`config.mk`:
```
export PLATFORM = sky130hd
export DESIGN_NAME = reg_file
export DESIGN_NICKNAME = d
export VERILOG_FILES = /design/src/reg_file.sv
export SDC_FILE = /design/constraint.sdc
export NUM_CORES = 2
export LEC_CHECK = 0
export ABC_CLOCK_PERIOD_IN_PS = 2300
export BUFFER_PORTS_ARGS = -buffer_cell sky130_fd_sc_hd__buf_2
export CORE_ASPECT_RATIO = 0.8
export CORE_MARGIN = 1
export CORE_UTILIZATION = 57
export DETAILED_ROUTE_END_ITERATION = 8
export GPL_TIMING_DRIVEN = 0
export PLACE_DENSITY = 0.76
export SYNTH_ARGS = -nofsm -noshare
export SYNTH_HDL_FRONTEND = slang
export SYNTH_SLANG_ARGS = --single-unit
```
`constraint.sdc`:
```
create_clock -name clk -period 2.3 [get_ports clk]
set_input_delay 0.23 -clock clk [delete_from_list [all_inputs] [get_ports clk]]
set_output_delay 0.23 -clock clk [all_outputs]
set_load 0.05 [all_outputs]
```
`src/reg_file.sv`:
```
`timescale 1ns/1ns
`default_nettype none

module reg_file (
	input  wire        clk,
	input  wire        rst_n,
	input  wire [4:0]  raddr_s,
	input  wire [4:0]  raddr_t,
	input  wire        we,
	input  wire [4:0]  waddr,
	input  wire [31:0] wdata,
	output logic [31:0] rdata_s,
	output logic [31:0] rdata_t
);
	logic [31:0] regs [32];

	always_ff @(posedge clk or negedge rst_n) begin
		if (!rst_n)
			regs <= '{default: '0};
		else if (we && waddr != 5'd0)
			regs[waddr] <= wdata;
	end

	// $0 reads zero, same-cycle write is bypassed to the read
	assign rdata_s = (raddr_s == 5'd0) ? 32'd0 :
		(we && waddr == raddr_s) ? wdata : regs[raddr_s];
	assign rdata_t = (raddr_t == 5'd0) ? 32'd0 :
		(we && waddr == raddr_t) ? wdata : regs[raddr_t];

endmodule

`default_nettype wire

```
-- Word level (Yosys, flattened, before mapping)
Index checks and enable logic that the tools add are counted.
- register bits after elaboration: 1024
- input port bits: 50
- output and inout port bits: 64
- word-level logic and storage cells: 61
- order comparisons: 4
- equal/unequal tests: 2
- multiplexer cells: 13
- bitwise gates (word level): 3
- reductions and logical operators: 7
- operators by type and width (cell ; count):
    $bwmux W1024 ; 1
    $bmux W32 S5 ; 2
    $mux W32 ; 9
    $demux W32 S5 ; 1
    $ge A6 B6 Y1 const B ; 3
    $not A5 Y6 ; 3
    $eq A5 B5 Y1 ; 2
    $logic_not A5 Y1 ; 2
    $lt A6 B1 Y1 const B ; 1
    $reduce_bool A5 Y1 ; 1
    $logic_and A1 B1 Y1 ; 4

-- Logic depth before layout (Yosys ltp)
- word-level depth: 6
- mapped depth: 10
- depth with buffers taken out: 5

-- Worst setup path before layout
OpenSTA, ideal clock, no wires.
- path type: input to output
- start point: input raddr_t[0]
- end point: output rdata_t[12]
- data arrival time: 2.343 ns
- required time: 2.070 ns
- slack: -0.273 ns
- stages on the path: 9
- buffers on the path: 4
- cell sequence: buf_4 > buf_4 > buf_4 > buf_4 > mux2i_1 > a22oi_1 > o211ai_1 > o21a_1 > a21oi_1
- longest elaborated chain between the ends: 6
- ends and longest elaborated chain (what ; line ; RTL):
    start, declared ; 8 ; input wire [4:0] raddr_t,
    $not A5 Y6 (implied by the code) ; 28 ; (we && waddr == raddr_t) ? wdata : regs[raddr_t];
    $bmux W32 S5 ; 28 ;
    $mux W32 (implied by the code) (2 in a row) ; 28 ;
    $mux W32 ; 28 ;
    $mux W32 * ; 27 ; assign rdata_t = (raddr_t == 5'd0) ? 32'd0 :
    end, declared ; 13 ; output logic [31:0] rdata_t
Every way passes the cells marked *; elsewhere a longest branch is shown, timed or not. The select of a mux whose other input is x is not followed.

-- Final worst setup path
- start point: input raddr_s[3]
- end point: output rdata_s[4]
- longest elaborated chain between the ends: 6
- ends and longest elaborated chain (what ; line ; RTL):
    start, declared ; 7 ; input wire [4:0] raddr_s,
    $not A5 Y6 (implied by the code) ; 26 ; (we && waddr == raddr_s) ? wdata : regs[raddr_s];
    $bmux W32 S5 ; 26 ;
    $mux W32 (implied by the code) (2 in a row) ; 26 ;
    $mux W32 ; 26 ;
    $mux W32 * ; 25 ; assign rdata_s = (raddr_s == 5'd0) ? 32'd0 :
    end, declared ; 12 ; output logic [31:0] rdata_s,
Marks and branches as above.

==> out/qor.yml <==
status: "complete, but fails checks"
violations: "negative hold slack, max-capacitance violations, max-slew violations, negative setup slack"
setup_viol: 84
cts_buffer_depth: 3
core_sq_um: 94900
via_per_inst: 7.689
cts_tree: "built"
post-place-ws_ns: -2.425
cts_max_level: 3
ys_top_cells_by_count: "dfrtp_1 (1,024), mux2_2 (898), mux4_2 (412), clkbuf_1 (249), mux2i_1 (227)"
hp-class: "primary input to asynchronous set/reset pin"
hpwl_um: 145100
insertion_delay_ns: 0.74
final_area_sq_um: 63800
syn-num-nets: 3723
worstPathRequired_ns: 2.07
synth-edff-count: 0
cp.arrival_ns: 2.74
grt_max_degree: 168
vdd_drop_max_v: 0.0007161
grt_pass1_vias: 39980
final.period_utilization_pct: 129.0
grt_pass1_wl_um: 305700
firstDrtPassIters: 7
maxCapViolations: 2
drive_gt1_share_pct: 50.16
fillers: 6625
fin_crit_ns: 2.966
grt.total_usage_pct: 46.05
crit_path_end_kind: "output port"
ys_top_cells_by_area: "dfrtp_1 (47%), mux2_2 (19%), mux4_2 (17%)"
top_regs: "regs: 1024 flops"
critical_path_class: "primary input to output port"
die_h_um: 278.7
cts_made_buffers: 108
slew_headroom_pct: -3.602
synth_area_sq_um: 54540
skew_ns: 0
yosys_warnings: 0
ys_types: 53
routabilityCongestion: 1.049
fp-row-count: 101
die_w_um: 347.9
yosysTopAreaCell: "dfrtp_1"
r2r_cells: 3
synth_cells: 3673
synth.most_common_cell: "dfrtp_1"
regToRegEndpoint: "regs[646]"
regMostFlops: "regs"
drv_slew: 22
cts_root_buffer: "clkbuf_16"
grt_setup_unrepaired: "yes"
grt_overflow_total: 0
critPathMaxFanout: 10
avgSynthCellArea_sq_um: 14.85
start_util_pct: 57.47
syn2layout_area_growth_pct: 16.97
rrSetupSlack_ns: 1.26
largest_register_ff_count: 1024
ant_nets: 0
antenna_found_initial: 11
nets: 4041
p_total_mw: 56.10
ys_ff_latch: 1024
leakage_nw: 27.68
worst_slew_pin_slew_ns: 1.554
setup_ws_ns: -0.6663
dieArea_sq_um: 96940
synth_top_cell_area_share_pct: 46.98
r2r-start: "regs[646]"
hold_viol: 243
drc: 0
finalWirelength_um: 222900
startpoint: "raddr_s[3]"
avgRoutedWirePerCell_um: 41.51
clock-sinks: 1024
vias: 41290
ys_seq_area_share_pct: 46.98
max_freq_mhz: 337.1
port_buffers: 102
power_density_nw_per_um2: 879.3
start_kind: "primary input"
synth_ff_type: "dfrtp_1"
clkTransAtPathRegs_ns: 0.06
fin_hold_ws_ns: -0.5697
hold_buffers: 32
drt_first_iter_violations: 6555
synth-async-reset-ratio_pct: 100.0
placed_area_sq_um: 56990
ioPinCount: 114
-- timing repair --
action                                 4_1_cts  5_1_grt
gates cloned                                 0        1
pin swaps                                   82       57
endpoints found under the hold margin      152       88
setup endpoints to repair                  122      222
resized for setup                          549      135
setup buffers                               50       22
-- critical path, cell delays in order --
cell	delay, ns
buf_2	0.23
nor2_4	0.40
buf_2	0.52
clkbuf_2	0.51
a22oi_1	0.19
a21oi_1	0.18
a22o_1	0.25
buf_6	0.19
-- layer usage --
layer / up-vias / global-route usage [%] / share of wire [%]
li1: 15020 / - / -
met1: 21420 / 60.40 / 36
met2: 3867 / 59.81 / 40
met3: 969 / 25.22 / 17
met4: 14 / 26.24 / 7.1
met5: - / 1.394 / 0.18
-- power breakdown --
part	internal [mW]	switching (mW)	total [mW]
sequential	21.4	2.64	24.1
combinational	7.15	6.44	13.6
clock	10.5	7.89	18.4
-- final cells by class --
| cell class | count | area (sq um) | share of cell area, % |
|---|---|---|---|
| clock inverters | 42 | 509.2 | 0.7981 |
| diodes | 10 | 25.02 | 0.03922 |
| repair buffers | 214 | 2121 | 3.324 |
| clock buffers | 150 | 3113 | 4.879 |
| well taps | 1287 | 1610 | 2.524 |
| flip-flops and latches | 1024 | 25620 | 40.16 |
| multi-input cells | 2211 | 27970 | 43.84 |
| plain buffers | 431 | 2823 | 4.424 |
| inverters | 1 | 3.754 | 0.005883 |
-- cell usage in the layout, fill, tap and decap left out, types with 33 or more instances in the layout --
cell	instances
clkbuf_2	41
mux2_2	895
clkbuf_1	173
mux2_1	97
nand2_1	36
clkbuf_4	33
clkbuf_16	111
buf_6	101
o221ai_1	36
a22oi_1	68
mux2i_1	211
mux4_2	412
a21oi_1	63
dfrtp_1	1024
buf_8	41
a22o_1	67
buf_4	86
buf_1	45
buf_2	81
o22ai_1	44
-- cells by family after synthesis --
group	synth area share (%)
multiplexers	41.72
flip-flops	46.98
AO/OA/AOI/OAI	6.622
buffers and inverters	3.581
AND/OR/NAND/NOR	0.9383
XOR/XNOR	0.1606
-- worst max-delay path by stage --
stage,end,cells past startpoint
final,rdata_s[4],8
after global routing,rdata_s[29],6
after CTS,rdata_s[24],6
after detailed placement,rdata_t[28],9
after global placement,regs[601],1
after floorplan,rdata_t[28],7
-- stage by stage --
stage | setup TNS [ns] | instances | utilization [%]
final | -32.83 | 5370 | 67.23
after CTS | -29.68 | 5340 | 66.45
after detailed placement | -559.77 | 5071 | 60.05
after global placement | - | 5062 | 59.80
after floorplan | -0.003537 | 3673 | -
after global routing | -31.47 | 5361 | 67.20
(Power assumes the default switching activity.)
