$ cat src/mips_pkg.sv
`default_nettype none

package mips_pkg;

	// Memory depths, 6-bit word index each
	localparam int IMEM_WORDS = 64;
	localparam int DMEM_WORDS = 64;

	localparam logic [5:0] OP_RTYPE = 6'h00;
	localparam logic [5:0] OP_ADDI  = 6'h08;
	localparam logic [5:0] OP_LW    = 6'h23;
	localparam logic [5:0] OP_SW    = 6'h2b;
	localparam logic [5:0] OP_BEQ   = 6'h04;
	localparam logic [5:0] OP_J     = 6'h02;

	// R-type funct codes, all-zero word is sll $0 and acts as the nop
	localparam logic [5:0] FN_ADD = 6'h20;
	localparam logic [5:0] FN_SUB = 6'h22;
	localparam logic [5:0] FN_AND = 6'h24;
	localparam logic [5:0] FN_OR  = 6'h25;
	localparam logic [5:0] FN_SLT = 6'h2a;
	localparam logic [5:0] FN_SLL = 6'h00;

	typedef enum logic [3:0] {
		ALU_ADD,
		ALU_SUB,
		ALU_AND,
		ALU_OR,
		ALU_SLT,
		ALU_SLL
	} alu_op_t;

	typedef enum logic [1:0] {
		FWD_REG = 2'd0,
		FWD_EX  = 2'd1,
		FWD_MEM = 2'd2,
		FWD_WB  = 2'd3
	} fwd_sel_t;

	typedef struct packed {
		logic [5:0] op;
		logic [4:0] rs;
		logic [4:0] rt;
		logic [4:0] rd;
		logic [4:0] shamt;
		logic [5:0] funct;
	} r_fmt_t;

	typedef struct packed {
		logic [5:0]  op;
		logic [4:0]  rs;
		logic [4:0]  rt;
		logic [15:0] imm16;
	} i_fmt_t;

	typedef struct packed {
		logic [5:0]  op;
		logic [25:0] target26;
	} j_fmt_t;

	// One instruction word, three layouts
	typedef union packed {
		r_fmt_t r;
		i_fmt_t i;
		j_fmt_t j;
	} instr_t;

	typedef struct packed {
		logic    regwrite;
		logic    memtoreg;
		logic    memread;
		logic    memwrite;
		logic    isbranch;
		logic    isjump;
		logic    regdst;
		logic    alusrc;
		alu_op_t alu_op;
	} ctrl_t;

	typedef struct packed {
		logic [31:0] pc_next;
		instr_t      instr;
	} if_id_t;

	typedef struct packed {
		ctrl_t       ctrl;
		logic [31:0] pc_next;
		logic [31:0] data_s;
		logic [31:0] data_t;
		logic [31:0] imm;
		logic [31:0] pc_jump;
		logic [4:0]  rt;
		logic [4:0]  rd;
		logic [4:0]  shamt;
	} id_ex_t;

	typedef struct packed {
		ctrl_t       ctrl;
		logic [31:0] pc_branch;
		logic        zero;
		logic [31:0] alures;
		logic [31:0] data_t;
		logic [4:0]  wreg;
	} ex_mem_t;

	typedef struct packed {
		logic        regwrite;
		logic [31:0] wdata;
		logic [4:0]  wreg;
	} mem_wb_t;

	// Retire strobe
	typedef struct packed {
		logic        valid;
		logic [4:0]  wreg;
		logic [31:0] wdata;
	} wb_event_t;

	// Store strobe, addr is a word address
	typedef struct packed {
		logic        valid;
		logic [31:0] addr;
		logic [31:0] data;
	} store_event_t;

endpackage

`default_nettype wire

$ cat src/word_mem.sv
`timescale 1ns/1ns
`default_nettype none

module word_mem #(
	parameter int WORDS = mips_pkg::IMEM_WORDS
) (
	input  wire                       clk,
	input  wire                       we,
	input  wire [$clog2(WORDS)-1:0]   addr,
	input  wire [31:0]                wdata,
	output logic [31:0]               rdata
);
	logic [31:0] mem [WORDS];

	// Write on the edge
	always_ff @(posedge clk) begin
		if (we)
			mem[addr] <= wdata;
	end

	// Read is combinational
	assign rdata = mem[addr];

endmodule

`default_nettype wire

$ cat config.mk
export PLATFORM = sky130hd
export DESIGN_NAME = word_mem
export DESIGN_NICKNAME = d
export VERILOG_FILES = /design/src/mips_pkg.sv /design/src/word_mem.sv
export SDC_FILE = /design/constraint.sdc
export NUM_CORES = 2
export LEC_CHECK = 0
export BUFFER_PORTS_ARGS = -buffer_cell sky130_fd_sc_hd__buf_2
export CORE_ASPECT_RATIO = 0.75
export CORE_MARGIN = 4
export CORE_UTILIZATION = 43
export DETAILED_ROUTE_END_ITERATION = 12
export MAX_ROUTING_LAYER = met4
export SYNTH_ARGS = -nofsm -noshare
export SYNTH_HDL_FRONTEND = slang
export SYNTH_SLANG_ARGS = --single-unit
export TNS_END_PERCENT = 1
$ cat constraint.sdc
create_clock -name clk -period 4.3 [get_ports clk]
set_input_delay 0.86 -clock clk [delete_from_list [all_inputs] [get_ports clk]]
set_output_delay 0.86 -clock clk [all_outputs]
set_load 0.05 [all_outputs]
# ---- Word-level counts from Yosys, hierarchy flattened
# Memory sizes are Yosys's and may differ from the RTL's.
# Index checks and enable logic that the tools add are counted.
dict set report totals {
  regBits 0
  latchBits 0
  mem_bits_rw 2048
  romBits 0
  inputBits 40
  output_inout_bits 32
  wordCells 3
  mem_count 1
}
# memory words width rd rd_clocked_by_memory_dff wr line
set mem_list {}
lappend mem_list {mem 64 32 1 0 1 word_mem.sv:13} ;# logic [31:0] mem [WORDS];
dict set report classes {
  n_addsub 0
  n_mul 0
  n_div 0
  n_lt_le_gt_ge 0
  n_eq_ne 0
  n_shift 0
  mux 2
  n_bitwise 0
  n_reduce_logical 0
}
# operator n
set ops {}
lappend ops {{two-way mux 1 bit} 2}

# ---- Depth between registers and ports, before layout
dict set report logic_depth {
  ltp_word 2
  ltp_mapped 13
  depth_no_buf 6
}

# ---- Least setup slack after synthesis
# Ideal clock, no wire load.
dict set report synth_path {
  path_kind {input-to-output}
  from {in addr[2]}
  to {out rdata[0]}
  arrival_time_ns 3.361
  slack_ns 0.079
  cell_stages 11
  n_path_buf 6
  cell_sequence {buf_2 buf_2 buf_2 buf_2 buf_2 buf_2 mux4_2 nand2_1 nand3_1 a2111oi_0 nand4_1}
}
dict set report synth_via {
  elab_chain_cells 1
}
# item line
set synth_rtl {}
lappend synth_rtl {{start: declaration} word_mem.sv:9} ;# input wire [$clog2(WORDS)-1:0] addr,
lappend synth_rtl {{memory (64 x 32 bit)} n/a}
lappend synth_rtl {{end: declaration} word_mem.sv:11} ;# output logic [31:0] rdata
# No other way between the ends.

# ---- Final worst setup path
dict set report layout_path {
  from {in addr[2]}
  to {out rdata[27]}
}
# Same word-level chain as after synthesis.

==> results.tsv <==
metric	value	unit
die_h	378	um
layout_commonest_cell	edfxtp_1	
drive_gt1_frac	0.262	
status	complete, but fails checks	
p_per_area	447	nW/um2
fmax	0.227	GHz
whs	0.355	ns
largest_reg_flops	2048	
synth_seq_cells	2048	
cap_violations	0	
period_needed	4.40	ns
numCtsBuffers	188	
drv_slew	0	
totalWireLength	230	mm
failed_checks	negative setup slack	
place_ws	-0.680	ns
crit_family	simple AND/OR/NAND/NOR gates	
syn_inst	4207	
crit_path_start_kind	input port	
grt_use_total	0.247	
p_leak	30.2	nW
max_flop_register	mem	
coreArea	181000	um2
grt_max_degree	65	
setup_tns	-0.441	ns
grt_overflow	0	
nNetsFinal	4715	
hold_class	input port to register	
via_per_inst	6.16	
cp_data_required_time	3.44	ns
mostFrequentLayoutCells	2,048 x edfxtp_1, 396 x buf_4, 239 x mux2i_1	
hp-start	wdata[0]	
path_common_cell	buf_12	
drcViolationCount	0	
setup_violations	14	
cp-startpoint	addr[2]	
cts_max_level	4	
reg_top3	mem: 2048 flops	
avgRoutedWirePerCell	31.7	um
num_vias	44600	
min_period_over_period	1.02	
grt_pass1_wl	325	mm
clockBufferDepth	3	
worst_slew_pin_slew	1.34	ns
endpoint_kind	primary output	
path_class	input port to primary output	
cp_slowest_cell	or4_4	
route.antenna.remaining_nets	0	
first_pass_iters	6	
rsz0062_at_grt	true	
antenna_found_initial	21	
arrival	3.54	ns
hpwl	142	mm
ir_worst_vdd	415	uV
place_congestion	0.879	
numClockSinks	2048	
hold_viol	0	
synth_area_per_cell	18.6	um2
setup_ws	-0.0993	ns
synth_fp_nets	4247	
cp_cell_sequence	buf_12, buf_16, buf_12, buf_4, mux2i_2, o22a_1, a21oi_4, or4b_4, or4_4, buf_8	
syn-cell-area	78300	um2
start_util	0.433	
synth-edff-count	2048	
synth.distinct_cells	55	
path_max_fanout	12	
async_reset_ff_frac	0	
synth-main-ff-cell	edfxtp_1	
syn_to_final_growth	18.6	%
drtIter0Drc	6000	
cpPeakStageDelay	0.63	ns
grt_pass1_vias	42600	
final_core_util	0.514	
rows	135	
cts_tree	built	
worst_slew_margin_rel	0.105	
ioPinCount	72	
ctsHoldBuffers	0	
die_w	501	um
die_area	189000	um2
path_buf_inv	5	
cts_root_buffer	clkbuf_16	
portBuffers	71	
synth_warnings	0	
synth-seq-area-share	0.786	
path_clk_slew	0.06	ns
path summary, 6_finish.rpt:
kind	depth (start not counted)	end
setup / recovery	10	rdata[27]
hold / removal	1	mem[0][0]
through the flow:
stage	instance area (um2)	instances	total power (W)
after global placement	85600	6864	0.0252
after CTS	92600	7218	0.0417
after detailed placement	85600	6864	0.0253
after global routing	92900	7229	0.0428
after floorplan	78300	4207	0.0238
final	92900	7237	0.0415
cell type report:
cell class	instances	area, um2
multi-input cells	1860	16700
flip-flops and latches	2048	61500
well taps	2397	3000
clock buffers	238	5000
fillers	14400	87900
inverters	2	18.8
repair buffers	575	5640
clock inverters	102	976
diodes	15	37.5
cell families after synthesis:
| logic type | count (synthesis) | share of synthesized area |
|---|---|---|
| AOI/OAI and AO/OA | 933 | 0.0873 |
| buffers and inverters | 300 | 0.0170 |
| DFF | 2048 | 0.786 |
| muxes | 502 | 0.0819 |
| and+or+nand+nor | 424 | 0.0283 |
layer usage:
metal,track usage,vias up,share of wire
met5,-,-,0
met4,0.0586,0,0.021
met3,0.0747,305,0.13
met2,0.330,2464,0.42
met1,0.371,23300,0.43
li1,-,18500,-
what timing repair did:
action / in CTS / in global routing
buffers inserted: 9 / 4
setup endpoints to repair: 32 / 31
gates cloned: 6 / 0
resized for setup: 175 / 51
pin swaps: 24 / 14
report_power, final:
part	switching, W	internal (W)
registers	0.0000301	0.0221
logic	0.00191	0.00104
clock network	0.00726	0.00918
cell usage after synthesis (2+ instances only):
library cell	instances	area (um2)
nor3_1	22	110
and3b_1	2	17.5
o22ai_1	93	582
and2_1	5	31.3
o2bb2ai_1	15	131
mux2_2	147	1660
clkbuf_1	168	631
nand2_1	28	105
o221ai_1	6	52.6
a222oi_1	16	160
nand4_1	3	18.8
o22a_1	70	613
o311ai_0	2	17.5
buf_2	83	415
a31oi_1	43	269
and3_1	85	532
edfxtp_1	2048	61500
a22o_1	66	578
buf_4	8	60.1
or3_1	4	25.0
nand3_1	54	270
mux2i_1	259	2590
nand3b_1	2	15.0
nor4_1	14	87.6
a22oi_1	188	1410
nand2b_1	18	113
a21oi_1	121	606
nor2b_1	8	50.1
buf_1	33	124
or4b_1	14	140
buf_6	2	22.5
a221oi_1	175	1530
or4_1	15	113
a211oi_1	17	128
mux4_2	96	2160
nor2_1	145	544
a221o_1	15	150
o21ai_0	84	420
buf_12	3	60.1
a2111oi_0	15	131
No activity file was read; power rests on OpenSTA's default activity.
