[src/mips_pkg.sv]
`default_nettype none

package mips_pkg;

	// Memory depths, 6-bit word index each
	localparam int IMEM_WORDS = 64;
	localparam int DMEM_WORDS = 64;

	localparam logic [5:0] OP_RTYPE = 6'h00;
	localparam logic [5:0] OP_ADDI  = 6'h08;
	localparam logic [5:0] OP_LW    = 6'h23;
	localparam logic [5:0] OP_SW    = 6'h2b;
	localparam logic [5:0] OP_BEQ   = 6'h04;
	localparam logic [5:0] OP_J     = 6'h02;

	// R-type funct codes, all-zero word is sll $0 and acts as the nop
	localparam logic [5:0] FN_ADD = 6'h20;
	localparam logic [5:0] FN_SUB = 6'h22;
	localparam logic [5:0] FN_AND = 6'h24;
	localparam logic [5:0] FN_OR  = 6'h25;
	localparam logic [5:0] FN_SLT = 6'h2a;
	localparam logic [5:0] FN_SLL = 6'h00;

	typedef enum logic [3:0] {
		ALU_ADD,
		ALU_SUB,
		ALU_AND,
		ALU_OR,
		ALU_SLT,
		ALU_SLL
	} alu_op_t;

	typedef enum logic [1:0] {
		FWD_REG = 2'd0,
		FWD_EX  = 2'd1,
		FWD_MEM = 2'd2,
		FWD_WB  = 2'd3
	} fwd_sel_t;

	typedef struct packed {
		logic [5:0] op;
		logic [4:0] rs;
		logic [4:0] rt;
		logic [4:0] rd;
		logic [4:0] shamt;
		logic [5:0] funct;
	} r_fmt_t;

	typedef struct packed {
		logic [5:0]  op;
		logic [4:0]  rs;
		logic [4:0]  rt;
		logic [15:0] imm16;
	} i_fmt_t;

	typedef struct packed {
		logic [5:0]  op;
		logic [25:0] target26;
	} j_fmt_t;

	// One instruction word, three layouts
	typedef union packed {
		r_fmt_t r;
		i_fmt_t i;
		j_fmt_t j;
	} instr_t;

	typedef struct packed {
		logic    regwrite;
		logic    memtoreg;
		logic    memread;
		logic    memwrite;
		logic    isbranch;
		logic    isjump;
		logic    regdst;
		logic    alusrc;
		alu_op_t alu_op;
	} ctrl_t;

	typedef struct packed {
		logic [31:0] pc_next;
		instr_t      instr;
	} if_id_t;

	typedef struct packed {
		ctrl_t       ctrl;
		logic [31:0] pc_next;
		logic [31:0] data_s;
		logic [31:0] data_t;
		logic [31:0] imm;
		logic [31:0] pc_jump;
		logic [4:0]  rt;
		logic [4:0]  rd;
		logic [4:0]  shamt;
	} id_ex_t;

	typedef struct packed {
		ctrl_t       ctrl;
		logic [31:0] pc_branch;
		logic        zero;
		logic [31:0] alures;
		logic [31:0] data_t;
		logic [4:0]  wreg;
	} ex_mem_t;

	typedef struct packed {
		logic        regwrite;
		logic [31:0] wdata;
		logic [4:0]  wreg;
	} mem_wb_t;

	// Retire strobe
	typedef struct packed {
		logic        valid;
		logic [4:0]  wreg;
		logic [31:0] wdata;
	} wb_event_t;

	// Store strobe, addr is a word address
	typedef struct packed {
		logic        valid;
		logic [31:0] addr;
		logic [31:0] data;
	} store_event_t;

endpackage

`default_nettype wire

[src/fwd_unit.sv]
`timescale 1ns/1ns
`default_nettype none

module fwd_unit (
	input  wire [4:0]          rs,
	input  wire [4:0]          rt,
	input  wire [4:0]          ex_dst,
	input  wire [4:0]          mem_dst,
	input  wire [4:0]          wb_dst,
	input  wire                ex_rw,
	input  wire                mem_rw,
	input  wire                wb_rw,
	output mips_pkg::fwd_sel_t sel_s,
	output mips_pkg::fwd_sel_t sel_t
);
	import mips_pkg::*;

	// Youngest producer wins
	function automatic fwd_sel_t source_of(input logic [4:0] src);
		if (src == 5'd0)
			return FWD_REG;
		if (ex_rw && src == ex_dst)
			return FWD_EX;
		if (mem_rw && src == mem_dst)
			return FWD_MEM;
		if (wb_rw && src == wb_dst)
			return FWD_WB;
		return FWD_REG;
	endfunction

	always_comb begin
		sel_s = source_of(rs);
		sel_t = source_of(rt);
	end

endmodule

`default_nettype wire

[config.mk]
export PLATFORM = sky130hd
export DESIGN_NAME = fwd_unit
export DESIGN_NICKNAME = d
export VERILOG_FILES = /design/src/mips_pkg.sv /design/src/fwd_unit.sv
export SDC_FILE = /design/constraint.sdc
export NUM_CORES = 1
export LEC_CHECK = 0
export BUFFER_PORTS_ARGS = -buffer_cell sky130_fd_sc_hd__buf_2
export CORE_MARGIN = 2
export CORE_UTILIZATION = 25
export DETAILED_ROUTE_END_ITERATION = 10
export GPL_ROUTABILITY_DRIVEN = 1
export PLACE_DENSITY_LB_ADDON = 0.3
export SLEW_MARGIN = 20
export SYNTH_ARGS = -nofsm -noshare
export SYNTH_HDL_FRONTEND = slang
export SYNTH_SLANG_ARGS = --single-unit
[constraint.sdc]
create_clock -name vclk -period 1.6
set_input_delay 0.32 -clock vclk [all_inputs]
set_output_delay 0.32 -clock vclk [all_outputs]
set_load 0.05 [all_outputs]
After elaboration in Yosys (flattened, before gate mapping)

Index checks and enable logic that the tools add are counted.

Input port bits: 28
Logic and storage cells: 50
Output and inout port bits: 4
Register bits after elaboration: 0

Mux-type cells: 36
Equal/unequal tests: 6
Reduce and logical (&&, ||, !) cells: 8

Operators with widths:

| operator          | count |
|---|---|
| $mux 2            | 16 |
| $eq 5x5->1        | 6 |
| $mux 1            | 20 |
| $logic_not 5->1   | 2 |
| $logic_and 1x1->1 | 6 |

Longest topological paths before layout

Depth after elaboration: 13
Depth in mapped cells: 4
Mapped depth without buffers: 4

Worst setup path after synthesis

No wires, ideal clock.

Path type: input to output
From: input port mem_dst[2]
To: output port sel_s[1]
Arrival time: 1.649 ns
Buffers on the path: 0
Slack: -0.369 ns
Stages: 4
Required time: 1.280 ns
Cell sequence: xor2_1 -> nor4_1 -> nand3_1 -> a221oi_2

Word-level cells in the longest chain between the ends: 8
Elaborated cells between the ends (all ways): 11
Those cells by class: eq/ne (1); mux (9); reduce/logical (1)

Ends and longest elaborated chain:

| item                                    | RTL line                       | text |
|---|---|---|
| start: declaration                      | fwd_unit.sv:8                  | `input wire [4:0] mem_dst,` |
| $eq 5x5->1 *                            | fwd_unit.sv:24                 | `if (mem_rw && src == mem_dst)` |
| $logic_and 1x1->1 *                     | fwd_unit.sv:24                 |  |
| $mux 2 / $mux 1 (equally long branches) | fwd_unit.sv:24                 |  |
| $mux 2 / $mux 1 (equally long branches) | fwd_unit.sv:26, fwd_unit.sv:24 |  |
| $mux 2 / $mux 1 (equally long branches) | fwd_unit.sv:28, fwd_unit.sv:22 |  |
| $mux 2 *                                | fwd_unit.sv:26                 | `if (wb_rw && src == wb_dst)` |
| $mux 2 *                                | fwd_unit.sv:24                 |  |
| $mux 2 *                                | fwd_unit.sv:22                 | `if (ex_rw && src == ex_dst)` |
| end: declaration                        | fwd_unit.sv:13                 | `output mips_pkg::fwd_sel_t sel_s,` |

Mark *: on every way between the ends. The rest lies on a longest branch, timed or not. The select of a mux whose other input is x is not followed.

Final worst setup path

From: input port rs[2]
To: output port sel_s[1]

Word-level cells in the longest chain between the ends: 10
Elaborated cells between the ends (all ways): 24
Those cells by class: eq/ne (3); mux (17); reduce/logical (4)

Ends and longest elaborated chain:

| item                | RTL line       | text |
|---|---|---|
| start: declaration  | fwd_unit.sv:5  | `input wire [4:0] rs,` |
| $eq 5x5->1          | fwd_unit.sv:26 |  |
| $logic_and 1x1->1   | fwd_unit.sv:26 |  |
| $mux 1 (2 in a row) | fwd_unit.sv:26 |  |
| $mux 1              | fwd_unit.sv:24 |  |
| $mux 1              | fwd_unit.sv:22 |  |
| $mux 2              | fwd_unit.sv:28 | `return FWD_REG;` |
| $mux 2              | fwd_unit.sv:26 |  |
| $mux 2              | fwd_unit.sv:24 |  |
| $mux 2 *            | fwd_unit.sv:22 |  |

Marks and branches as above.

==> impl_metrics.yaml <==
final_layout:
  regArea_um2: 0
  clock_buffers: 0
  seq_cell_count: 0
  mostFrequentLayoutCells: "xor2_1 (19), buf_2 (17), buf_4 (17)"
  area_growth_pct: 137
  final_common_cell: "xor2_1"
  fin_util_pct: 62.7
  n_fill_cell: 145
  drive_above_1_share_pct: 64.2
  antenna-diode-count: 0
  nets: 139
floorplan:
  start_util_pct: 26.4
  die_width_um: 46.5
  die_area_um2: 2160
  die_height_um: 46.5
  core-area_um2: 1710
  row_count: 15
  io_pins: 32
sta:
  report.final.slew_viol_count: 0
  period_needed_ns: 1.95
  period_share_pct: 122
  max_slew_margin_pct: 78.7
  fin_ws_ns: -0.354
  tightest_slew_ns: 0.317
  setup_viol: 4
  finalHoldViolations: 0
  fmax_ghz: 0.512
  rsz0062_at_grt: "true"
job:
  drv_cap: 0
clocking:
  cts-hold-fix-buffers: 0
synthesis:
  synth-compound-area-share_pct: 11.1
  synthMuxAreaShare_pct: 0
  netlist.area_leader.share_pct: 46.5
  yosysWarningCount: 0
  syn_inst: 56
  seq_area_frac_synth_pct: 0
  yosys.area_share.simple_pct: 30.7
  yosys-top-cells-area: "xor2_1 (47%), xnor2_1 (12%), a221oi_2 (6.6%), nor4_1 (5.5%), nor4_2 (5.5%)"
  synth_fa_ha_area_share_pct: 0
  synth_area_per_cell_um2: 8.07
  synth_area_um2: 452
  synth_xor_area_share_pct: 58.2
  syn_nets: 84
  synth.distinct_cells: 14
  synth_top_family_by_area: "XOR/XNOR gates"
  yosysTopAreaCell: "xor2_1"
worst_hold_path:
  worstHoldPathType: "input port to primary output"
  min_path_cells: 4
critical_path:
  cp.arrival_ns: 1.63
  crit_top_cell: "buf_6"
  crit_chain: "buf_8, buf_6, xor2_4, nor4_4, nand3_2, a221oi_4, buf_6"
  worstSetupEndpointType: "primary output"
  slowest_stage: "nor4_4"
  crit_family: "simple AND/OR/NAND/NOR gates"
  startpoint_type: "input port"
  slowest_delay_ns: 0.31
  critPathKind: "input port to primary output"
  required_ns: 1.28
  critPathMaxFanout: 3
  cp.depth: 7
  critPathBufInv: 3
detailed_routing:
  routed_via_density: 4.57
  wirelength_mm: 1.95
  drtIter0Drc: 5
  detail-route-antenna-nets: 0
  drc: 0
  dr_total_vias: 613
  drt_first_pass_iters: 4
  avgRoutedWirePerCell_um: 14.6
placement:
  place_congestion: 0.751
  io_buffers: 32
  pre_cts_ws_ns: -0.449
  dp_hpwl_mm: 1.40
global_routing:
  antenna_found_initial: 0
  grt_pass1_wl_mm: 2.87
  grt_max_degree: 5
  grt_pass1_vias: 661
  grt.total_usage_pct: 18.6
  globalRoute.totalOverflow: 0
power:
  p_leak_nw: 0.462
  power.total_mw: 0.284
  peakVddDrop_uv: 126
  p_per_area_nw_per_um2: 265
run_status:
  violations: "negative setup slack"
  status: "finished, violations left"
[cells in the mapped netlist]
cell,n
and4_2,1
nand3_1,4
and4_1,1
nand4_1,2
and3_1,2
nor3_1,2
xor2_1,24
a21bo_2,2
nor2_1,2
nor4_1,4
xnor2_1,6
nor4_2,2
a221oi_2,2
nand2_1,2
[power by group]
group          internal (mW)  switching, mW  leakage (nW)
logic                  0.147          0.137         0.462
clock network              0              0             0
registers                  0              0             0
total                  0.147          0.137         0.462
[final cells by class]
cell class                      instances  area, um2  share of cell area (%)
Multi-Input combinational cell         56        594                    55.5
Tap cell                               25       31.3                    2.92
Timing Repair Buffer                   53        445                    41.6
[cell families after synthesis]
| family | count (synthesis) |
|---|---|
| AOI/OAI and AO/OA | 4 |
| and+or+nand+nor | 22 |
| xor gates and xnor gates | 30 |
[what timing repair did]
action / in CTS / in global routing
resized for setup: 31 / 21
setup buffers: 1 / 3
pin swaps: 9 / 15
endpoints found under the setup margin: 4 / 4
[layer usage]
layer	track usage, %	share of wire (%)
met4	2.86	0.77
met3	1.18	3.5
met2	34.4	55
met1	23.6	41
met5	0	0
[final timing paths]
kind / from / end / slack (ns)
worst max-delay path: rs[2] / sel_s[1] / -0.35
worst min-delay path: wb_rw / sel_t[1] / 1.08
[metrics by stage]
step                hold WS, ns  area, um2  setup TNS [ns]  instances
finish                     1.08       1070           -1.09        134
global route               1.11       1070           -1.38        134
CTS                        1.06        931           -1.01        131
floorplan                 0.879        474          -0.346         56
detailed placement         1.15        793           -1.57        130
global placement           1.15        793           -1.42        130
(Power assumes the default switching activity.)
