### src/mips_pkg.sv
`default_nettype none

package mips_pkg;

	// Memory depths, 6-bit word index each
	localparam int IMEM_WORDS = 64;
	localparam int DMEM_WORDS = 64;

	localparam logic [5:0] OP_RTYPE = 6'h00;
	localparam logic [5:0] OP_ADDI  = 6'h08;
	localparam logic [5:0] OP_LW    = 6'h23;
	localparam logic [5:0] OP_SW    = 6'h2b;
	localparam logic [5:0] OP_BEQ   = 6'h04;
	localparam logic [5:0] OP_J     = 6'h02;

	// R-type funct codes, all-zero word is sll $0 and acts as the nop
	localparam logic [5:0] FN_ADD = 6'h20;
	localparam logic [5:0] FN_SUB = 6'h22;
	localparam logic [5:0] FN_AND = 6'h24;
	localparam logic [5:0] FN_OR  = 6'h25;
	localparam logic [5:0] FN_SLT = 6'h2a;
	localparam logic [5:0] FN_SLL = 6'h00;

	typedef enum logic [3:0] {
		ALU_ADD,
		ALU_SUB,
		ALU_AND,
		ALU_OR,
		ALU_SLT,
		ALU_SLL
	} alu_op_t;

	typedef enum logic [1:0] {
		FWD_REG = 2'd0,
		FWD_EX  = 2'd1,
		FWD_MEM = 2'd2,
		FWD_WB  = 2'd3
	} fwd_sel_t;

	typedef struct packed {
		logic [5:0] op;
		logic [4:0] rs;
		logic [4:0] rt;
		logic [4:0] rd;
		logic [4:0] shamt;
		logic [5:0] funct;
	} r_fmt_t;

	typedef struct packed {
		logic [5:0]  op;
		logic [4:0]  rs;
		logic [4:0]  rt;
		logic [15:0] imm16;
	} i_fmt_t;

	typedef struct packed {
		logic [5:0]  op;
		logic [25:0] target26;
	} j_fmt_t;

	// One instruction word, three layouts
	typedef union packed {
		r_fmt_t r;
		i_fmt_t i;
		j_fmt_t j;
	} instr_t;

	typedef struct packed {
		logic    regwrite;
		logic    memtoreg;
		logic    memread;
		logic    memwrite;
		logic    isbranch;
		logic    isjump;
		logic    regdst;
		logic    alusrc;
		alu_op_t alu_op;
	} ctrl_t;

	typedef struct packed {
		logic [31:0] pc_next;
		instr_t      instr;
	} if_id_t;

	typedef struct packed {
		ctrl_t       ctrl;
		logic [31:0] pc_next;
		logic [31:0] data_s;
		logic [31:0] data_t;
		logic [31:0] imm;
		logic [31:0] pc_jump;
		logic [4:0]  rt;
		logic [4:0]  rd;
		logic [4:0]  shamt;
	} id_ex_t;

	typedef struct packed {
		ctrl_t       ctrl;
		logic [31:0] pc_branch;
		logic        zero;
		logic [31:0] alures;
		logic [31:0] data_t;
		logic [4:0]  wreg;
	} ex_mem_t;

	typedef struct packed {
		logic        regwrite;
		logic [31:0] wdata;
		logic [4:0]  wreg;
	} mem_wb_t;

	// Retire strobe
	typedef struct packed {
		logic        valid;
		logic [4:0]  wreg;
		logic [31:0] wdata;
	} wb_event_t;

	// Store strobe, addr is a word address
	typedef struct packed {
		logic        valid;
		logic [31:0] addr;
		logic [31:0] data;
	} store_event_t;

endpackage

`default_nettype wire

### src/decode_ctrl.sv
`timescale 1ns/1ns
`default_nettype none

module decode_ctrl (
	input  wire mips_pkg::instr_t instr,
	output mips_pkg::ctrl_t       ctrl
);
	import mips_pkg::*;

	always_comb begin
		ctrl = '0;
		case (instr.r.op)
			OP_RTYPE: begin
				ctrl.regwrite = 1'b1;
				ctrl.regdst = 1'b1;
				case (instr.r.funct)
					FN_ADD: ctrl.alu_op = ALU_ADD;
					FN_SUB: ctrl.alu_op = ALU_SUB;
					FN_AND: ctrl.alu_op = ALU_AND;
					FN_OR:  ctrl.alu_op = ALU_OR;
					FN_SLT: ctrl.alu_op = ALU_SLT;
					FN_SLL: ctrl.alu_op = ALU_SLL;
					// Unsupported funct behaves as a nop
					default: ctrl = '0;
				endcase
			end
			OP_ADDI: begin
				ctrl.regwrite = 1'b1;
				ctrl.alusrc = 1'b1;
				ctrl.alu_op = ALU_ADD;
			end
			OP_LW: begin
				ctrl.regwrite = 1'b1;
				ctrl.memtoreg = 1'b1;
				ctrl.memread = 1'b1;
				ctrl.alusrc = 1'b1;
				ctrl.alu_op = ALU_ADD;
			end
			OP_SW: begin
				ctrl.memwrite = 1'b1;
				ctrl.alusrc = 1'b1;
				ctrl.alu_op = ALU_ADD;
			end
			// Equality test through the zero flag
			OP_BEQ: begin
				ctrl.isbranch = 1'b1;
				ctrl.alu_op = ALU_SUB;
			end
			OP_J: begin
				ctrl.isjump = 1'b1;
			end
			default: ctrl = '0;
		endcase
	end

endmodule

`default_nettype wire

### config.mk
export PLATFORM = sky130hd
export DESIGN_NAME = decode_ctrl
export DESIGN_NICKNAME = d
export VERILOG_FILES = /design/src/mips_pkg.sv /design/src/decode_ctrl.sv
export SDC_FILE = /design/constraint.sdc
export NUM_CORES = 1
export LEC_CHECK = 0
export BUFFER_PORTS_ARGS = -buffer_cell sky130_fd_sc_hd__buf_4
export CORE_AREA = 2 2 39 41
export DETAILED_ROUTE_END_ITERATION = 7
export DIE_AREA = 0 0 41 43
export MAX_ROUTING_LAYER = met4
export PLACE_DENSITY = 0.71
export SETUP_SLACK_MARGIN = 0.3
export SYNTH_ARGS = -nofsm -noshare
export SYNTH_HDL_FRONTEND = slang
export SYNTH_SLANG_ARGS = --single-unit
### constraint.sdc
create_clock -name vclk -period 1
set_input_delay 0.1 -clock vclk [all_inputs]
set_output_delay 0.1 -clock vclk [all_outputs]
set_load 0.01 [all_outputs]
# == After elaboration in Yosys (flattened, before gate mapping) ==
# Cells that the tools add are included.
# word_totals
reg_bits,0
output_inout_bits,12
word_cells,25
# op_classes
eq_ne,10
muxes,10
reduce_logical,5
# ops
cell,n
== test 6 bit (second input constant),7
case mux 3 bit (5 select lines),1
zero test 6 bit,2
case mux 1 bit (2 select lines),5
two-way mux 8 bit,1
case mux 4 bit (2 select lines),1
== test 6 x 2 -> 1 bit (second input constant),1
== test 6 x 3 -> 1 bit (second input constant),1
== test 6 x 4 -> 1 bit (second input constant),1
OR reduction 6 bit,1
case mux 2 bit (2 select lines),1
OR reduction 3 bit,1
OR reduction 2 bit,1
two-way mux 1 bit,1

# == Longest topological paths before layout ==
# Gate-level depths: netlist of the first run.
# logic_depth
ltp_word,4
mapped_depth,4
ltp_nobuf,4

# == Worst setup path before layout of the first run ==
# OpenSTA, ideal clock, no wires.
# synth_path
path_type,input-to-output
start,in instr[26] (netlist name)
end,out ctrl[0] (netlist name)
arrival_ns,1.125
required_time_ns,0.900
path_slack_ns,-0.225
stages,4
cell_sequence,nor4_4 nand2_2 or4_1 o21ai_0
# synth_lines
element,line,text
start: declaration,decode_ctrl.sv:5,"input wire mips_pkg::instr_t instr,"
end: declaration,decode_ctrl.sv:6,output mips_pkg::ctrl_t ctrl

==> impl_metrics.csv, run 1 <==
group,metric,value,unit
drt,firstDrtPassIters,2,
synth,syn_inst,36,
drt,via_per_inst,4.62,
synth,syn_area,224,um^2
drt,avgRoutedWirePerCell,11.5,um
global_route,grt_first_pass_wirelength,1600,um
finish,drive_gt1_share,80.8,%
synth,syn_area_per_cell,6.22,um^2
synth,synth_fp_nets,68,
sta,fin_setup_tns,-2.17,ns
finish,multi_input_area,293,um^2
critical_path,crit_type,"input port to output pin",
placement,place.gp.congestion,0.774,
status,status,"finished with violations",
finish,diodes,0,
pwr,vdd_drop_max,0.110,mV
pwr,total_power,0.187,mW
job,drv_cap,0,
critical_path,cp.buffers_inverters,2,
pwr,leakagePower,0.294,nW
placement,dp_hpwl,765,um
worst_hold_path,min_from,"instr[26]",
finish,postLayoutCellArea,678,um^2
critical_path,cp_slowest_cell,"or4_4",
pwr,power.density,276,nW/um^2
drt,wl,1020,um
global_route,grt_usage,12.8,%
placement,placed_cell_area,533,um^2
floorplanning,core_area,1380,um^2
floorplanning,ios,44,
finish,layout_commonest_cell,"buf_4",
floorplanning,dieArea,1760,um^2
drt,dr_total_vias,411,
sta,holdWs,0.543,ns
finish,area_growth,203,%
critical_path,critical-path-top-delay-family,"simple AND/OR/NAND/NOR gates",
worst_hold_path,hold_end,"ctrl[6]",
sta,fin_crit_sh,138,%
critical_path,worstSetupStartpointType,"input port",
critical_path,path_cells,"buf_8 -> nor4_4 -> nand2_2 -> or4_4 -> o21ai_2 -> buf_4",
status,violations,"negative setup slack",
critical_path,endpoint_kind,"output pin",
finish,fin_nets,107,
finish,seq_area,0,um^2
floorplanning,die_h,43,um
placement,dp_cells,85,
drt,dr.first_iter.drc_count,2,
sta,fin_crit,1.38,ns
finish,clkbuf_count,0,
floorplanning,rows,14,
sta,layout_setup_ws,-0.375,ns
finish,seq_cells,0,
finish,final.fill_count,132,
critical_path,slowest_delay,0.49,ns
worst_hold_path,hp-class,"input port to output pin",
finish,fin_util,49.0,%
placement,portBuffers,23,
floorplanning,initial_utilization,16.2,%
sta,hold_viol_final,0,
synth,ys_seq_area_share,0,%
finish,instances_no_fill,89,
critical_path,crit_required,0.90,ns
global_route,grt_pass1_vias,369,
drt,drt_drc_violations_left,0,
synth,yosys_warnings,0,
sta,setup_viol,10,
sta,rsz0062_at_grt,"yes",
clocking,cts_hold_buffers,0,
worst_hold_path,whs_path_depth,4,
global_route,antenna_found_initial,0,
critical_path,critPathArrivalTime,1.28,ns
finish,final_cell_mix,"28 x buf_4, 10 x buf_6",
sta,maxSlewViolCount,0,
global_route,grt_max_degree,9,
placement,place_worst_setup_slack,-0.389,ns
drt,antenna_left,0,
global_route,grt_overflow,0,
synth,ys_types,22,
floorplanning,die_w,41,um
critical_path,critPathMaxFanout,2,
sta,max_freq,727,MHz
==> layer usage <==
metal	wire, um	up-vias	GRT usage [%]	part of all wire, %
met5	0	-	-	0
met4	0	0	0	0
met3	34	0	0	3.3
met2	594	10	23.4	58
met1	393	192	15.8	38
li1	-	209	-	-
==> worst max-delay path by stage <==
stage | start | to | slack, ns | cells past startpoint
floorplan | instr[26] | ctrl[0] | -0.22 | 4
global placement | instr[26] | ctrl[0] | -0.37 | 6
detailed placement | instr[26] | ctrl[0] | -0.39 | 6
CTS | instr[30] | ctrl[0] | -0.36 | 6
global route | instr[26] | ctrl[0] | -0.41 | 6
finish | instr[26] | ctrl[0] | -0.38 | 6
==> power by group <==
group	total (mW)	internal, mW	switching, mW
combinational	0.187	0.102	0.0848
sequential	0	0	0
clock	0	0	0
==> what timing repair did <==
item,in CTS,in global routing
pin swaps,11,3
resized for setup,15,13
setup buffers,2,2
setup endpoints to repair,11,11
==> cells in the mapped netlist, types with 2 or more instances <==
master	count	area share (%)
a21oi_1	2	4.5
buf_4	2	6.7
inv_1	2	3.4
nand4b_1	2	7.8
nor2_1	5	8.4
nor3_1	4	8.9
nor4_1	2	5.6
o21ai_0	3	6.7
==> layout make-up <==
cell class                 instances  share of cell area (%)
inverter                           2                    1.85
multi-input combinational         31                    43.2
tap                               16                    2.95
timing repair buffer              40                    52.0
==> logic make-up (layout without fill, tap and decap cells) <==
logic type,Yosys count,count (layout),share of synthesized area [%]
buffers and inverters,5,42,11.7
other,1,1,1.67
and+or+nand+nor,22,22,64.3
xor gates and xnor gates,1,1,3.91
AOI/OAI and AO/OA,7,7,18.4
No activity file was read; power rests on OpenSTA's default activity.
==> run 2: changes to the inputs <==
- clock period: 1 -> 1.16 ns (I/O delays scaled with it)
==> run 2 against run 1 <==
  * The run still ends with negative setup slack left
  * Cell count down 9.0%
  * Cell area down 3.5%
  * Clock-buffer cell count unchanged
  * First-iteration DRC count up 100%
  * Largest cell class is now multi-input gates
  * Combinational power down 14%
  * Worst setup slack better by 0.14 ns
  * Sequential cell count unchanged
  * Non-clock buffer count down 8
==> impl_metrics.csv, run 2 (synthesis gave the netlist of run 1 again) <==
group,metric,value,unit
pwr,total_power,0.160,mW
drt,avgRoutedWirePerCell,11.5,um
floorplanning,rows,14,
finish,area_growth,192,%
status,status,"finished with violations",
critical_path,crit_type,"input port to output pin",
floorplanning,initial_utilization,16.2,%
job,drv_cap,0,
floorplanning,die_w,41,um
finish,clkbuf_count,0,
global_route,grt_pass1_vias,357,
sta,layout_setup_ws,-0.234,ns
critical_path,crit_required,1.04,ns
clocking,cts_hold_buffers,0,
worst_hold_path,hp-class,"input port to output pin",
floorplanning,dieArea,1760,um^2
placement,portBuffers,23,
drt,drt_drc_violations_left,0,
drt,via_per_inst,4.75,
global_route,antenna_found_initial,0,
finish,seq_cells,0,
worst_hold_path,whs_path_depth,3,
finish,layout_commonest_cell,"buf_4",
sta,fin_crit,1.39,ns
finish,seq_area,0,um^2
sta,hold_viol_final,0,
critical_path,path_cells,"buf_8 -> nor4_4 -> nand2_2 -> or4_4 -> o21ai_2 -> buf_4",
finish,drive_gt1_share,81.5,%
sta,max_freq,717,MHz
sta,setup_viol,5,
critical_path,endpoint_kind,"output pin",
global_route,grt_max_degree,9,
floorplanning,ios,44,
placement,placed_cell_area,475,um^2
finish,final_cell_mix,"21 x buf_4, 7 x buf_6, 3 x nor4_4, 3 x buf_8",
finish,diodes,0,
global_route,grt_first_pass_wirelength,1390,um
status,violations,"negative setup slack",
pwr,power.density,245,nW/um^2
global_route,grt_overflow,0,
placement,dp_hpwl,660,um
drt,firstDrtPassIters,2,
critical_path,critPathMaxFanout,3,
sta,fin_crit_sh,120,%
sta,maxSlewViolCount,0,
finish,multi_input_area,310,um^2
global_route,grt_usage,10.7,%
finish,final.fill_count,133,
floorplanning,die_h,43,um
pwr,vdd_drop_max,0.0972,mV
sta,rsz0062_at_grt,"yes",
worst_hold_path,min_from,"instr[29]",
pwr,leakagePower,0.267,nW
drt,wl,932,um
critical_path,slowest_delay,0.48,ns
worst_hold_path,hold_end,"ctrl[10]",
drt,antenna_left,0,
critical_path,worstSetupStartpointType,"input port",
drt,dr_total_vias,385,
drt,dr.first_iter.drc_count,4,
finish,postLayoutCellArea,654,um^2
placement,place.gp.congestion,0.695,
critical_path,critPathArrivalTime,1.28,ns
critical_path,cp_slowest_cell,"or4_4",
floorplanning,core_area,1380,um^2
finish,fin_nets,99,
[run 2: changes by cell type in the layout (fill, tap and decap cells not counted), sizes merged]
cell	delta
buf	-8
clkinv	+1
inv	-1
[run 2: through the flow]
step	worst slack [ns]	TNS [ns]	util [%]	cells	hold slack [ns]
finish	-0.234	-0.311	47.3	81	0.511
global route	-0.295	-0.693	47.3	81	0.523
floorplan	-0.0879	-0.0879	-	36	0.266
global placement	-0.254	-0.614	34.4	79	0.502
CTS	-0.256	-0.371	41.9	81	0.510
detailed placement	-0.274	-0.672	34.4	79	0.504
[run 2: per-layer routing]
layer	vias up	part of all wire (%)	track usage, %
met2	14	52	20.9
met5	-	0	-
met3	0	6.9	0
met4	0	0	0
met1	175	41	12.0
li1	196	-	-
[run 2: worst max-delay path: cells and delay by family]
family | cells | cell delay, ns
simple gates | 3 | 0.87
buf+inv | 2 | 0.23
compound gates | 1 | 0.07
[run 2: cell type report]
class | count | share of cell area, %
Multi-Input combinational cell | 31 | 47.4
Timing Repair Buffer | 32 | 46.1
Inverter | 2 | 3.44
Tap cell | 16 | 3.06
[run 2: worst max path at each step]
| stage | endpoint | startpoint |
|---|---|---|
| after floorplan | ctrl[0] | instr[26] |
| after global placement | ctrl[0] | instr[26] |
| after detailed placement | ctrl[0] | instr[26] |
| after CTS | ctrl[0] | instr[26] |
| after global routing | ctrl[0] | instr[30] |
| final | ctrl[0] | instr[30] |
[run 2: report_power, final]
group          total, mW  internal (mW)  switching, mW
clock network          0              0              0
registers              0              0              0
logic              0.160         0.0849         0.0751
[run 2: timing repair]
item	CTS	global route
resized for setup	26	15
buffers inserted	2	0
pin swaps	12	7
endpoints found under the setup margin	11	11
